===== src/rtl/ask_pkg.sv =====
package ask_pkg;

	// ********************
	// sample format
	// ********************

	// decision variable, error and reference level are 1s17
	localparam int DV_W = 18;
	localparam int FRAC_W = DV_W - 1;

	// largest block is 2^8 symbols
	localparam int MAX_LOG2_BLOCK = 8;

	// squared error after dropping FRAC_W fraction bits
	localparam int SQ_W = 2 * DV_W - FRAC_W;

	typedef logic signed [DV_W-1:0] dv_t;

	// ********************
	// accumulator types
	// ********************

	// error sum with room for a full block of growth
	typedef logic signed [DV_W+MAX_LOG2_BLOCK-1:0] err_sum_t;

	// squared error sum in 1s17 power units
	typedef logic [SQ_W+MAX_LOG2_BLOCK-1:0] sq_sum_t;

	// four-level decision code
	typedef enum logic [1:0] {
		SL_M3 = 2'b00,
		SL_M1 = 2'b01,
		SL_P1 = 2'b10,
		SL_P3 = 2'b11
	} slice_t;

endpackage


===== src/rtl/ask_quality_top.sv =====
`timescale 1ns/1ns

module ask_quality_top #(
	parameter int LOG2_BLOCK = 4
) (
	input  logic                     sys_clk,
	input  logic                     rst_n,
	input  logic                     sym_clk_en,
	input  ask_pkg::dv_t             dec_var,
	output ask_pkg::slice_t          slice,
	output logic                     slice_valid,
	output ask_pkg::dv_t             ref_lvl,
	output ask_pkg::dv_t             err_mean,
	output logic [ask_pkg::SQ_W-1:0] err_var,
	output logic [ask_pkg::SQ_W-1:0] sig_pwr,
	output logic                     block_done
);

	import ask_pkg::*;

	dv_t mag_avg;
	logic last_sym;
	dv_t err;
	logic [SQ_W-1:0] err_sq;
	logic err_valid;
	logic err_last;
	err_sum_t err_ext;
	sq_sum_t err_sq_ext;
	err_sum_t err_avg;
	sq_sum_t sq_avg;
	logic avg_valid;

	// ********************
	// symbol path
	// ********************

	ref_level_est #(
		.LOG2_BLOCK (LOG2_BLOCK)
	) u_ref_level_est (
		.sys_clk    (sys_clk),
		.rst_n      (rst_n),
		.sym_clk_en (sym_clk_en),
		.dec_var    (dec_var),
		.ref_lvl    (ref_lvl),
		.mag_avg    (mag_avg),
		.last_sym   (last_sym)
	);

	slicer_mapper u_slicer_mapper (
		.sys_clk     (sys_clk),
		.rst_n       (rst_n),
		.sym_clk_en  (sym_clk_en),
		.dec_var     (dec_var),
		.ref_lvl     (ref_lvl),
		.mag_avg     (mag_avg),
		.last_sym    (last_sym),
		.slice       (slice),
		.slice_valid (slice_valid),
		.err         (err),
		.err_sq      (err_sq),
		.err_valid   (err_valid),
		.err_last    (err_last)
	);

	// ********************
	// block accumulators
	// ********************

	// sign extend the error, zero extend its square
	assign err_ext    = err_sum_t'(err);
	assign err_sq_ext = sq_sum_t'(err_sq);

	block_accum #(
		.LOG2_BLOCK (LOG2_BLOCK),
		.acc_t      (err_sum_t)
	) u_err_accum (
		.sys_clk      (sys_clk),
		.rst_n        (rst_n),
		.sample_valid (err_valid),
		.sample_last  (err_last),
		.sample       (err_ext),
		.avg          (err_avg),
		.avg_valid    (avg_valid)
	);

	// pulses with u_err_accum so its valid stays open
	block_accum #(
		.LOG2_BLOCK (LOG2_BLOCK),
		.acc_t      (sq_sum_t)
	) u_sq_accum (
		.sys_clk      (sys_clk),
		.rst_n        (rst_n),
		.sample_valid (err_valid),
		.sample_last  (err_last),
		.sample       (err_sq_ext),
		.avg          (sq_avg),
		.avg_valid    ()
	);

	quality_combine u_quality_combine (
		.sys_clk    (sys_clk),
		.rst_n      (rst_n),
		.avg_valid  (avg_valid),
		.err_avg    (err_avg),
		.sq_avg     (sq_avg),
		.ref_lvl    (ref_lvl),
		.err_mean   (err_mean),
		.err_var    (err_var),
		.sig_pwr    (sig_pwr),
		.block_done (block_done)
	);

endmodule


===== src/rtl/block_accum.sv =====
`timescale 1ns/1ns

module block_accum #(
	parameter int  LOG2_BLOCK = 4,
	parameter type acc_t      = logic signed [31:0]
) (
	input  logic sys_clk,
	input  logic rst_n,
	input  logic sample_valid,
	input  logic sample_last,
	input  acc_t sample,
	output acc_t avg,
	output logic avg_valid
);

	acc_t acc_sum;
	acc_t total;

	// ********************
	// running sum
	// ********************

	// sum including the current sample
	assign total = acc_sum + sample;

	always_ff @(posedge sys_clk or negedge rst_n) begin
		if (!rst_n) begin
			acc_sum   <= '0;
			avg       <= '0;
			avg_valid <= 1'b0;
		end else begin
			avg_valid <= sample_valid & sample_last;
			if (sample_valid) begin
				if (sample_last) begin
					// arithmetic for signed acc_t, logical otherwise
					avg     <= total >>> LOG2_BLOCK;
					acc_sum <= '0;
				end else begin
					acc_sum <= total;
				end
			end
		end
	end

endmodule


===== src/rtl/quality_combine.sv =====
`timescale 1ns/1ns

module quality_combine (
	input  logic                     sys_clk,
	input  logic                     rst_n,
	input  logic                     avg_valid,
	input  ask_pkg::err_sum_t        err_avg,
	input  ask_pkg::sq_sum_t         sq_avg,
	input  ask_pkg::dv_t             ref_lvl,
	output ask_pkg::dv_t             err_mean,
	output logic [ask_pkg::SQ_W-1:0] err_var,
	output logic [ask_pkg::SQ_W-1:0] sig_pwr,
	output logic                     block_done
);

	import ask_pkg::*;

	dv_t mean_c;
	logic signed [2*DV_W-1:0] mean_sq_full;
	logic [SQ_W-1:0] mean_sq;
	logic [SQ_W-1:0] var_c;
	// 5 * ref^2 needs three more bits
	logic signed [2*DV_W+2:0] pwr_full;

	// ********************
	// block statistics
	// ********************

	// mean of a block always fits the sample width
	assign mean_c = dv_t'(err_avg);

	assign mean_sq_full = mean_c * mean_c;
	assign mean_sq = mean_sq_full[2*DV_W-1:FRAC_W];

	// variance from E[e^2] minus mean^2
	assign var_c = (sq_avg > sq_sum_t'(mean_sq)) ? SQ_W'(sq_avg - sq_sum_t'(mean_sq)) : '0;

	// 4-ASK average power is 5a^2
	assign pwr_full = ref_lvl * ref_lvl * 5;

	always_ff @(posedge sys_clk or negedge rst_n) begin
		if (!rst_n) begin
			err_mean   <= '0;
			err_var    <= '0;
			sig_pwr    <= '0;
			block_done <= 1'b0;
		end else begin
			block_done <= avg_valid;
			if (avg_valid) begin
				err_mean <= mean_c;
				err_var  <= var_c;
				sig_pwr  <= pwr_full[2*DV_W-1:FRAC_W];
			end
		end
	end

endmodule


===== src/rtl/ref_level_est.sv =====
`timescale 1ns/1ns

module ref_level_est #(
	parameter int LOG2_BLOCK = 4
) (
	input  logic        sys_clk,
	input  logic        rst_n,
	input  logic        sym_clk_en,
	input  ask_pkg::dv_t dec_var,
	output ask_pkg::dv_t ref_lvl,
	output ask_pkg::dv_t mag_avg,
	output logic        last_sym
);

	import ask_pkg::*;

	// index of the final symbol in a block
	localparam logic [MAX_LOG2_BLOCK-1:0] BLOCK_MAX = MAX_LOG2_BLOCK'((1 << LOG2_BLOCK) - 1);

	logic [MAX_LOG2_BLOCK-1:0] sym_cnt;
	logic [DV_W+MAX_LOG2_BLOCK-1:0] mag_sum;
	logic [DV_W+MAX_LOG2_BLOCK-1:0] mag_sum_next;
	logic [DV_W-1:0] mag;
	dv_t avg_c;

	// ********************
	// magnitude and sum
	// ********************

	// |dec_var| as unsigned, full scale negative gives 2^17
	assign mag = dec_var[DV_W-1] ? DV_W'(-dec_var) : DV_W'(dec_var);

	assign mag_sum_next = mag_sum + (DV_W + MAX_LOG2_BLOCK)'(mag);

	// block average of the magnitude
	assign avg_c = dv_t'(mag_sum_next >> LOG2_BLOCK);

	// high while the next strobe closes the block
	assign last_sym = (sym_cnt == BLOCK_MAX);

	always_ff @(posedge sys_clk or negedge rst_n) begin
		if (!rst_n) begin
			sym_cnt <= '0;
			mag_sum <= '0;
			mag_avg <= '0;
			ref_lvl <= '0;
		end else if (sym_clk_en) begin
			if (last_sym) begin
				// block closes here
				sym_cnt <= '0;
				mag_sum <= '0;
				mag_avg <= avg_c;
				// outer level is 3a and avg mag is 2a
				ref_lvl <= avg_c >>> 1;
			end else begin
				sym_cnt <= sym_cnt + 1'b1;
				mag_sum <= mag_sum_next;
			end
		end
	end

endmodule


===== src/rtl/slicer_mapper.sv =====
`timescale 1ns/1ns

module slicer_mapper (
	input  logic                     sys_clk,
	input  logic                     rst_n,
	input  logic                     sym_clk_en,
	input  ask_pkg::dv_t             dec_var,
	input  ask_pkg::dv_t             ref_lvl,
	input  ask_pkg::dv_t             mag_avg,
	input  logic                     last_sym,
	output ask_pkg::slice_t          slice,
	output logic                     slice_valid,
	output ask_pkg::dv_t             err,
	output logic [ask_pkg::SQ_W-1:0] err_sq,
	output logic                     err_valid,
	output logic                     err_last
);

	import ask_pkg::*;

	slice_t slice_c;
	dv_t neg_thr;
	dv_t err_c;
	// two guard bits for 3a and the difference
	logic signed [DV_W+1:0] ref_x1;
	logic signed [DV_W+1:0] ref_x3;
	logic signed [DV_W+1:0] mapped;
	logic signed [DV_W+1:0] diff;
	logic signed [2*DV_W-1:0] sq_full;
	logic valid_q;

	// ********************
	// decision
	// ********************

	assign neg_thr = -mag_avg;

	// ties go to the upper level
	always_comb begin
		if (dec_var >= mag_avg)
			slice_c = SL_P3;
		else if (dec_var >= 0)
			slice_c = SL_P1;
		else if (dec_var >= neg_thr)
			slice_c = SL_M1;
		else
			slice_c = SL_M3;
	end

	// ideal level for the decision
	assign ref_x1 = (DV_W + 2)'(ref_lvl);
	assign ref_x3 = (ref_x1 <<< 1) + ref_x1;

	always_comb begin
		case (slice_c)
			SL_P3:   mapped = ref_x3;
			SL_P1:   mapped = ref_x1;
			SL_M1:   mapped = -ref_x1;
			default: mapped = -ref_x3;
		endcase
	end

	assign diff = (DV_W + 2)'(dec_var) - mapped;
	assign err_c = dv_t'(diff);

	// full product, then drop the fraction bits
	assign sq_full = err_c * err_c;

	// ********************
	// output registers
	// ********************

	always_ff @(posedge sys_clk or negedge rst_n) begin
		if (!rst_n) begin
			valid_q  <= 1'b0;
			err_last <= 1'b0;
			slice    <= SL_M3;
			err      <= '0;
			err_sq   <= '0;
		end else begin
			valid_q  <= sym_clk_en;
			err_last <= sym_clk_en & last_sym;
			if (sym_clk_en) begin
				slice  <= slice_c;
				err    <= err_c;
				err_sq <= sq_full[2*DV_W-1:FRAC_W];
			end
		end
	end

	// one flag, two names
	assign slice_valid = valid_q;
	assign err_valid   = valid_q;

endmodule


===== config.mk =====
export PLATFORM = sky130hd
export DESIGN_NAME = ask_quality_top
export DESIGN_NICKNAME = d
export VERILOG_FILES = /design/src/rtl/ask_pkg.sv /design/src/rtl/ask_quality_top.sv /design/src/rtl/block_accum.sv /design/src/rtl/quality_combine.sv /design/src/rtl/ref_level_est.sv /design/src/rtl/slicer_mapper.sv
export SDC_FILE = /design/constraint.sdc
export NUM_CORES = 2
export LEC_CHECK = 0
export ABC_AREA = 1
export CAP_MARGIN = 20
export CORE_ASPECT_RATIO = 1.5
export CORE_UTILIZATION = 60
export CTS_CLUSTER_SIZE = 10
export DETAILED_ROUTE_END_ITERATION = 10
export DONT_BUFFER_PORTS = 1
export PLACE_DENSITY = 0.77
export RECOVER_POWER = 100
export SLEW_MARGIN = 40
export SYNTH_ARGS = -nofsm -noshare
export SYNTH_HDL_FRONTEND = slang
export SYNTH_SLANG_ARGS = --single-unit

===== constraint.sdc =====
create_clock -name sys_clk -period 12.35 [get_ports sys_clk]
set_input_delay 2.47 -clock sys_clk [delete_from_list [all_inputs] [get_ports sys_clk]]
set_output_delay 2.47 -clock sys_clk [all_outputs]
set_load 0.005 [all_outputs]

* After elaboration in Yosys (flattened, before gate mapping)
Index checks and enable logic that the tools add are counted.
Storage, ports and cells: bits in registers 262, input port bits 21, output and inout bits 78
Cells by class: add/sub/neg operators 11, multiply operators 4, magnitude comparators 4, equal/unequal tests 4, mux-type cells 10, bitwise gates (word level) 2, reductions and logical operators 2
Operators by type and width (number):
- $mul 18x18->36 | 2
- $neg 18->18 | 3
- $pmux 18 s3 | 1
- $add 26x18->26 | 2
- $mux 26 | 2
- $mul 39x4->36 const B | 1
- $ge 18x18->1 | 2
- $mul 17x17->34 | 1
- $add 27x19->27 | 1
- $mux 27 | 1
- $gt 23x19->1 | 1
- $mux 19 | 1
- $sub 19x19->19 | 1
- $add 18x17->18 | 1
- $ge 18x1->1 const B | 1
- $mux 18 | 1
- $neg 17->18 | 1
- $sub 18x18->18 | 1
- $add 8x1->8 const B | 1
- $eq 8x4->1 const B | 1
- $mux 8 | 1
- $eq 2x2->1 const B | 2
- $mux 2 | 2
- $reduce_and 2->1 | 2
- other kinds (3) | 4

* Depth between registers and ports, before layout
word-level depth 9, depth in mapped cells 64, depth with buffers taken out 61

* Cells and area by module
Synthesis repeated with hierarchy kept, for this count alone.
Unflattened totals: cell total of the unflattened synthesis 7335, area, all modules 55761.0 µm²
Modules (own cells, without submodules):
- quality_combine | times used 1, cells an instance 3431, area an instance 27589.0 µm², sequential area each 1426.4 µm²
- slicer_mapper | times used 1, cells an instance 2165, area an instance 16717.3 µm², sequential area each 1026.0 µm²
- block_accum (u_sq_accum) | times used 1, cells an instance 609, area an instance 3965.1 µm², sequential area each 1276.2 µm²
- ref_level_est | times used 1, cells an instance 563, area an instance 3803.6 µm², sequential area each 1201.2 µm²
- block_accum (u_err_accum) | times used 1, cells an instance 566, area an instance 3682.3 µm², sequential area each 1226.2 µm²
- ask_quality_top | times used 1, cells an instance 1, area an instance 3.8 µm², sequential area each 0.0 µm²

* Least setup slack after synthesis
No wires, ideal clock.
path type in2reg, start point input port dec_var[17], end point register u_slicer_mapper.err_sq[18] (netlist bit), setup time 0.118 ns, arrival time 10.494 ns, required time 12.232 ns, path slack 1.739 ns, stages 48, cell sequence ha_1 nand2_1 nor2_2 nand2_1 nor3b_1 nor2_1 nand2_1 nand2_1 nand3_2 nand2_1 nor2_1 buf_2 nand3_1 nand3_1 o21ai_0 ha_1 a21oi_1 o221ai_1 [12 not listed] fa_1 inv_1 fa_1 fa_1 inv_1 fa_1 inv_1 fa_1 inv_1 ha_1 nand2_1 o21ai_0 inv_1 nor2_1 a2111oi_0 nand3_1 nand3_1 nand2_1
On the way: longest elaborated chain between the ends 8, elaborated cells on any way between the ends 12, classes of those cells add/sub (1); mul (1); order compare (3); eq/ne (3); mux (4)
RTL lines:
- from (decl) | RTL line ask_quality_top.sv:9 | input ask_pkg::dv_t dec_var,
- $ge 18x18->1 | RTL line slicer_mapper.sv:44 | else if (dec_var >= neg_thr)
- $mux 1 | RTL line slicer_mapper.sv:44
- $mux 2 | RTL line slicer_mapper.sv:42 | else if (dec_var >= 0)
- $mux 2 | RTL line slicer_mapper.sv:40 | if (dec_var >= mag_avg)
- $eq 2x1->1 / $eq 2x2->1 (equally long branches) | RTL line slicer_mapper.sv:55 | case (slice_c)
- $pmux 18 s3 | RTL line slicer_mapper.sv:55
- $sub 18x18->18 (*) | RTL line slicer_mapper.sv:63 | assign diff = (DV_W + 2)'(dec_var) - mapped;
- via u_slicer_mapper.diff[17] | RTL line slicer_mapper.sv:28 | logic signed [DV_W+1:0] diff;
- $mul 18x18->36 (*) | RTL line slicer_mapper.sv:67 | assign sq_full = err_c * err_c;
- to (signal assigned) | RTL line slicer_mapper.sv:86 | err_sq <= sq_full[2*DV_W-1:FRAC_W];
- to (decl) | RTL line slicer_mapper.sv:14 | output logic [ask_pkg::SQ_W-1:0] err_sq,
Mark *: on every way through the listed nets, which the timed path passes. The rest lies on a longest branch. A chain may end at the register's enable or synchronous reset.

* Worst setup path in the final report
start point register u_ref_level_est.mag_avg[1], end point register u_slicer_mapper.err_sq[15] (netlist bit)
On the way: longest elaborated chain between the ends 9, elaborated cells on any way between the ends 12, classes of those cells add/sub (2); mul (1); order compare (2); eq/ne (3); mux (4)
RTL lines:
- from (decl) | RTL line ref_level_est.sv:11 | output ask_pkg::dv_t mag_avg,
- from (signal assigned) | RTL line ref_level_est.sv:52 | mag_avg <= avg_c;
- $neg 18->18 | RTL line slicer_mapper.sv:36 | assign neg_thr = -mag_avg;
- $ge 18x18->1 | RTL line slicer_mapper.sv:44
- $mux 1 | RTL line slicer_mapper.sv:44
- $mux 2 | RTL line slicer_mapper.sv:42
- $mux 2 (*) | RTL line slicer_mapper.sv:40
- $eq 2x1->1 / $eq 2x2->1 (equally long branches) | RTL line slicer_mapper.sv:55
- $pmux 18 s3 (*) | RTL line slicer_mapper.sv:55
- $sub 18x18->18 (*) | RTL line slicer_mapper.sv:63
- via u_slicer_mapper.diff[12] | RTL line slicer_mapper.sv:28
- $mul 18x18->36 (*) | RTL line slicer_mapper.sv:67
Marks and branches as above.

==> reports/metrics.cfg <==
[timing]
min_period_ps = 11630
tightestPinTransition_ps = 2770
drv_slew = 331
setup_tns_ps = 0
timing.final.crit_share_pct = 94.2
rsz0062_at_grt = no
finalSetupViolCount = 0
whs_ps = 471
setup_slack_ps = 719
fin_worst_skew_ps = 38.5
hold_viol = 0
slew_headroom_pct = -84.5
fmax_ghz = 0.0860

[critical_path]
r2r_cells = 41
crit_path_end_kind = register
critPathLaunch = u_ref_level_est.mag_avg[1]
crit_path_end = u_slicer_mapper.err_sq[15]
reg2reg_slack_ps = 720
slowest_stage = clkbuf_1
critPathKind = register to register
r2r_start = u_ref_level_est.mag_avg[1]
reg2reg_to = u_slicer_mapper.err_sq[15]
arrival_ps = 12120
crit_fanout = 24
worstPathRequired_ps = 12840
cp-start-kind = register
critPathMaxStageDelay_ps = 1190

[yosys]
synth_top_area_cell = fa_1
syn_nets = 7619
yosys.area_share.adder_pct = 47.3
synth_area_mm2 = 0.0505
netlist_instances = 6213
synth_xor_area_share_pct = 3.98
synth_area_leaders = fa_1 35%, ha_1 13%, dfrtp_1 12%
synth-simple-area-share_pct = 16.3
synth_edf_count = 0
synth_seq_cells = 237
synth-async-reset-ratio_pct = 100
synthFlopType = dfrtp_1
synth_mux_area_share_pct = 0
ys_types = 65
synth_seq_area_share_pct = 11.7
synth_top_family_by_area = adder cells
yosysTopAreaCellShare_pct = 34.7
synth_warnings = 0
synth-compound-area-share_pct = 8.15
synth_area_per_cell_um2 = 8.13

[final_layout]
final_common_cell = inv_1
syn_to_final_growth_pct = 3.82
layout-drive-gt1-share_pct = 3.14
final_area_mm2 = 0.0525
final_cell_mix = 1471 x inv_1, 1229 x nand2_1, 875 x fa_1
fin_nets = 7540
diodes = 0

[floorplan]
coreArea_mm2 = 0.0836
dieArea_mm2 = 0.0854
die_w_um = 239
floorplan.initialDensity_pct = 60.5
num_io_pins = 99
fp-row-count = 130
die_height_um = 357

[outcome]
status = complete, but fails checks
violations = DRC, capacitance limit, slew limit

[clocking]
clk_pin_slew_ps = 60
cts_made_buffers = 30
holdBufCountCts = 0
clockRootBuffer = clkbuf_16
htreeDepth = 1
clockBufferDepth = 3
clock_latency_ps = 620
cts_sinks = 237
cts_tree = yes

[drt]
wl_per_cell_um = 18.6
viasPerCell = 5.54
vias = 40200
ant_nets = 0
drt_wl_total_mm = 135
drtIter0Drc = 2159
first_pass_iters = 8
drcViolationCount = 2

[global_route]
grt.total_usage_pct = 33.0
overflow = 0
grt_pass1_wl_mm = 220
grt_max_degree = 238
grt_pass1_vias = 44100
antenna_found_initial = 0

[run]
drv_cap = 11

[placed_design]
post-place-ws_ps = 266
place_area_mm2 = 0.0516
finalWeightedCongestion = 0.982
port_buffers = 0
place_hpwl_mm = 111

[min_path]
hold_path.class = register to register
hp-start = u_ref_level_est.sym_cnt[7]

-- worst min-delay path by stage --
stage	to	depth (start not counted)
2_1_floorplan	u_ref_level_est.sym_cnt[6]	1
3_3_place_gp	u_ref_level_est.sym_cnt[7]	1
3_5_place_dp	u_ref_level_est.sym_cnt[7]	1
4_1_cts	u_ref_level_est.sym_cnt[7]	1
5_1_grt	u_ref_level_est.sym_cnt[7]	1
6_report	u_ref_level_est.sym_cnt[7]	1
-- routing by layer --
metal,wire [um],track usage (%),vias to the layer above
met5,0,0,-
met4,9070,20.0,0
met3,8110,4.61,487
met2,69600,60.1,1311
met1,48500,36.3,19800
li1,-,-,18700
-- registers in the layout, summed over array words and instances, names as in the netlist, 8 cells and up --
signal / cells
u_sq_accum.acc_sum: 27
u_sq_accum.avg: 23
u_err_accum.acc_sum: 22
u_ref_level_est.mag_sum: 22
u_quality_combine.err_var: 19
u_quality_combine.sig_pwr: 19
u_slicer_mapper.err_sq: 19
u_err_accum.avg: 18
u_quality_combine.err_mean: 18
u_ref_level_est.mag_avg: 18
u_slicer_mapper.err: 18
u_ref_level_est.sym_cnt: 8
-- kinds of logic (layout without fill, tap and decap cells) --
logic type / after synthesis / after routing
buf+inv: 1657 / 1591
flops: 237 / 237
compound gates: 736 / 736
xor+xnor: 228 / 228
fa+ha+maj: 1385 / 1385
simple gates: 1970 / 1970
-- what timing repair did --
item,in CTS,in global routing
hold endpoints to repair,0,0
setup buffers,0,4
gates resized for setup,0,7
setup endpoints to repair,0,13
-- critical path: cells and delay by family, from the launching register on --
family,cells,cell delay [ps]
buffers and inverters,9,2220
and+or+nand+nor,15,2360
adders and majority gates,10,4960
AOI/OAI and AO/OA,5,1230
xor gates and xnor gates,2,350
DFF,1,340
-- area by class of cell --
type | instances | area (um2)
clock buffers | 40 | 840
clock inverters | 5 | 32.5
fillers | 7366 | 31100
inverters | 1490 | 5610
multi-input cells | 4319 | 38300
flip-flops and latches | 237 | 5940
well taps | 1122 | 1400
repair buffers | 56 | 368
-- per-stage QoR --
| step | utilization, % | instances |
|---|---|---|
| CTS | 62.8 | 7265 |
| floorplan | - | 6213 |
| global route | 62.8 | 7269 |
| global placement | 61.7 | 7220 |
| detailed placement | 61.7 | 7220 |
| finish | 62.8 | 7269 |
-- synth_stat cells, types with 43 or more instances --
cell type  count
o21ai_0      296
xnor2_1       94
fa_1         875
nand2_1     1230
nor3_1        45
ha_1         510
nor2_1       345
nand4_1       45
nand3_1      181
or2_2         43
a21oi_1      261
xor2_1       132
inv_1       1471
dfrtp_1      237
clkbuf_1     118
Power is not shown: default switching activity piles up to over one toggle a cycle in this logic, so the estimate is an artifact.
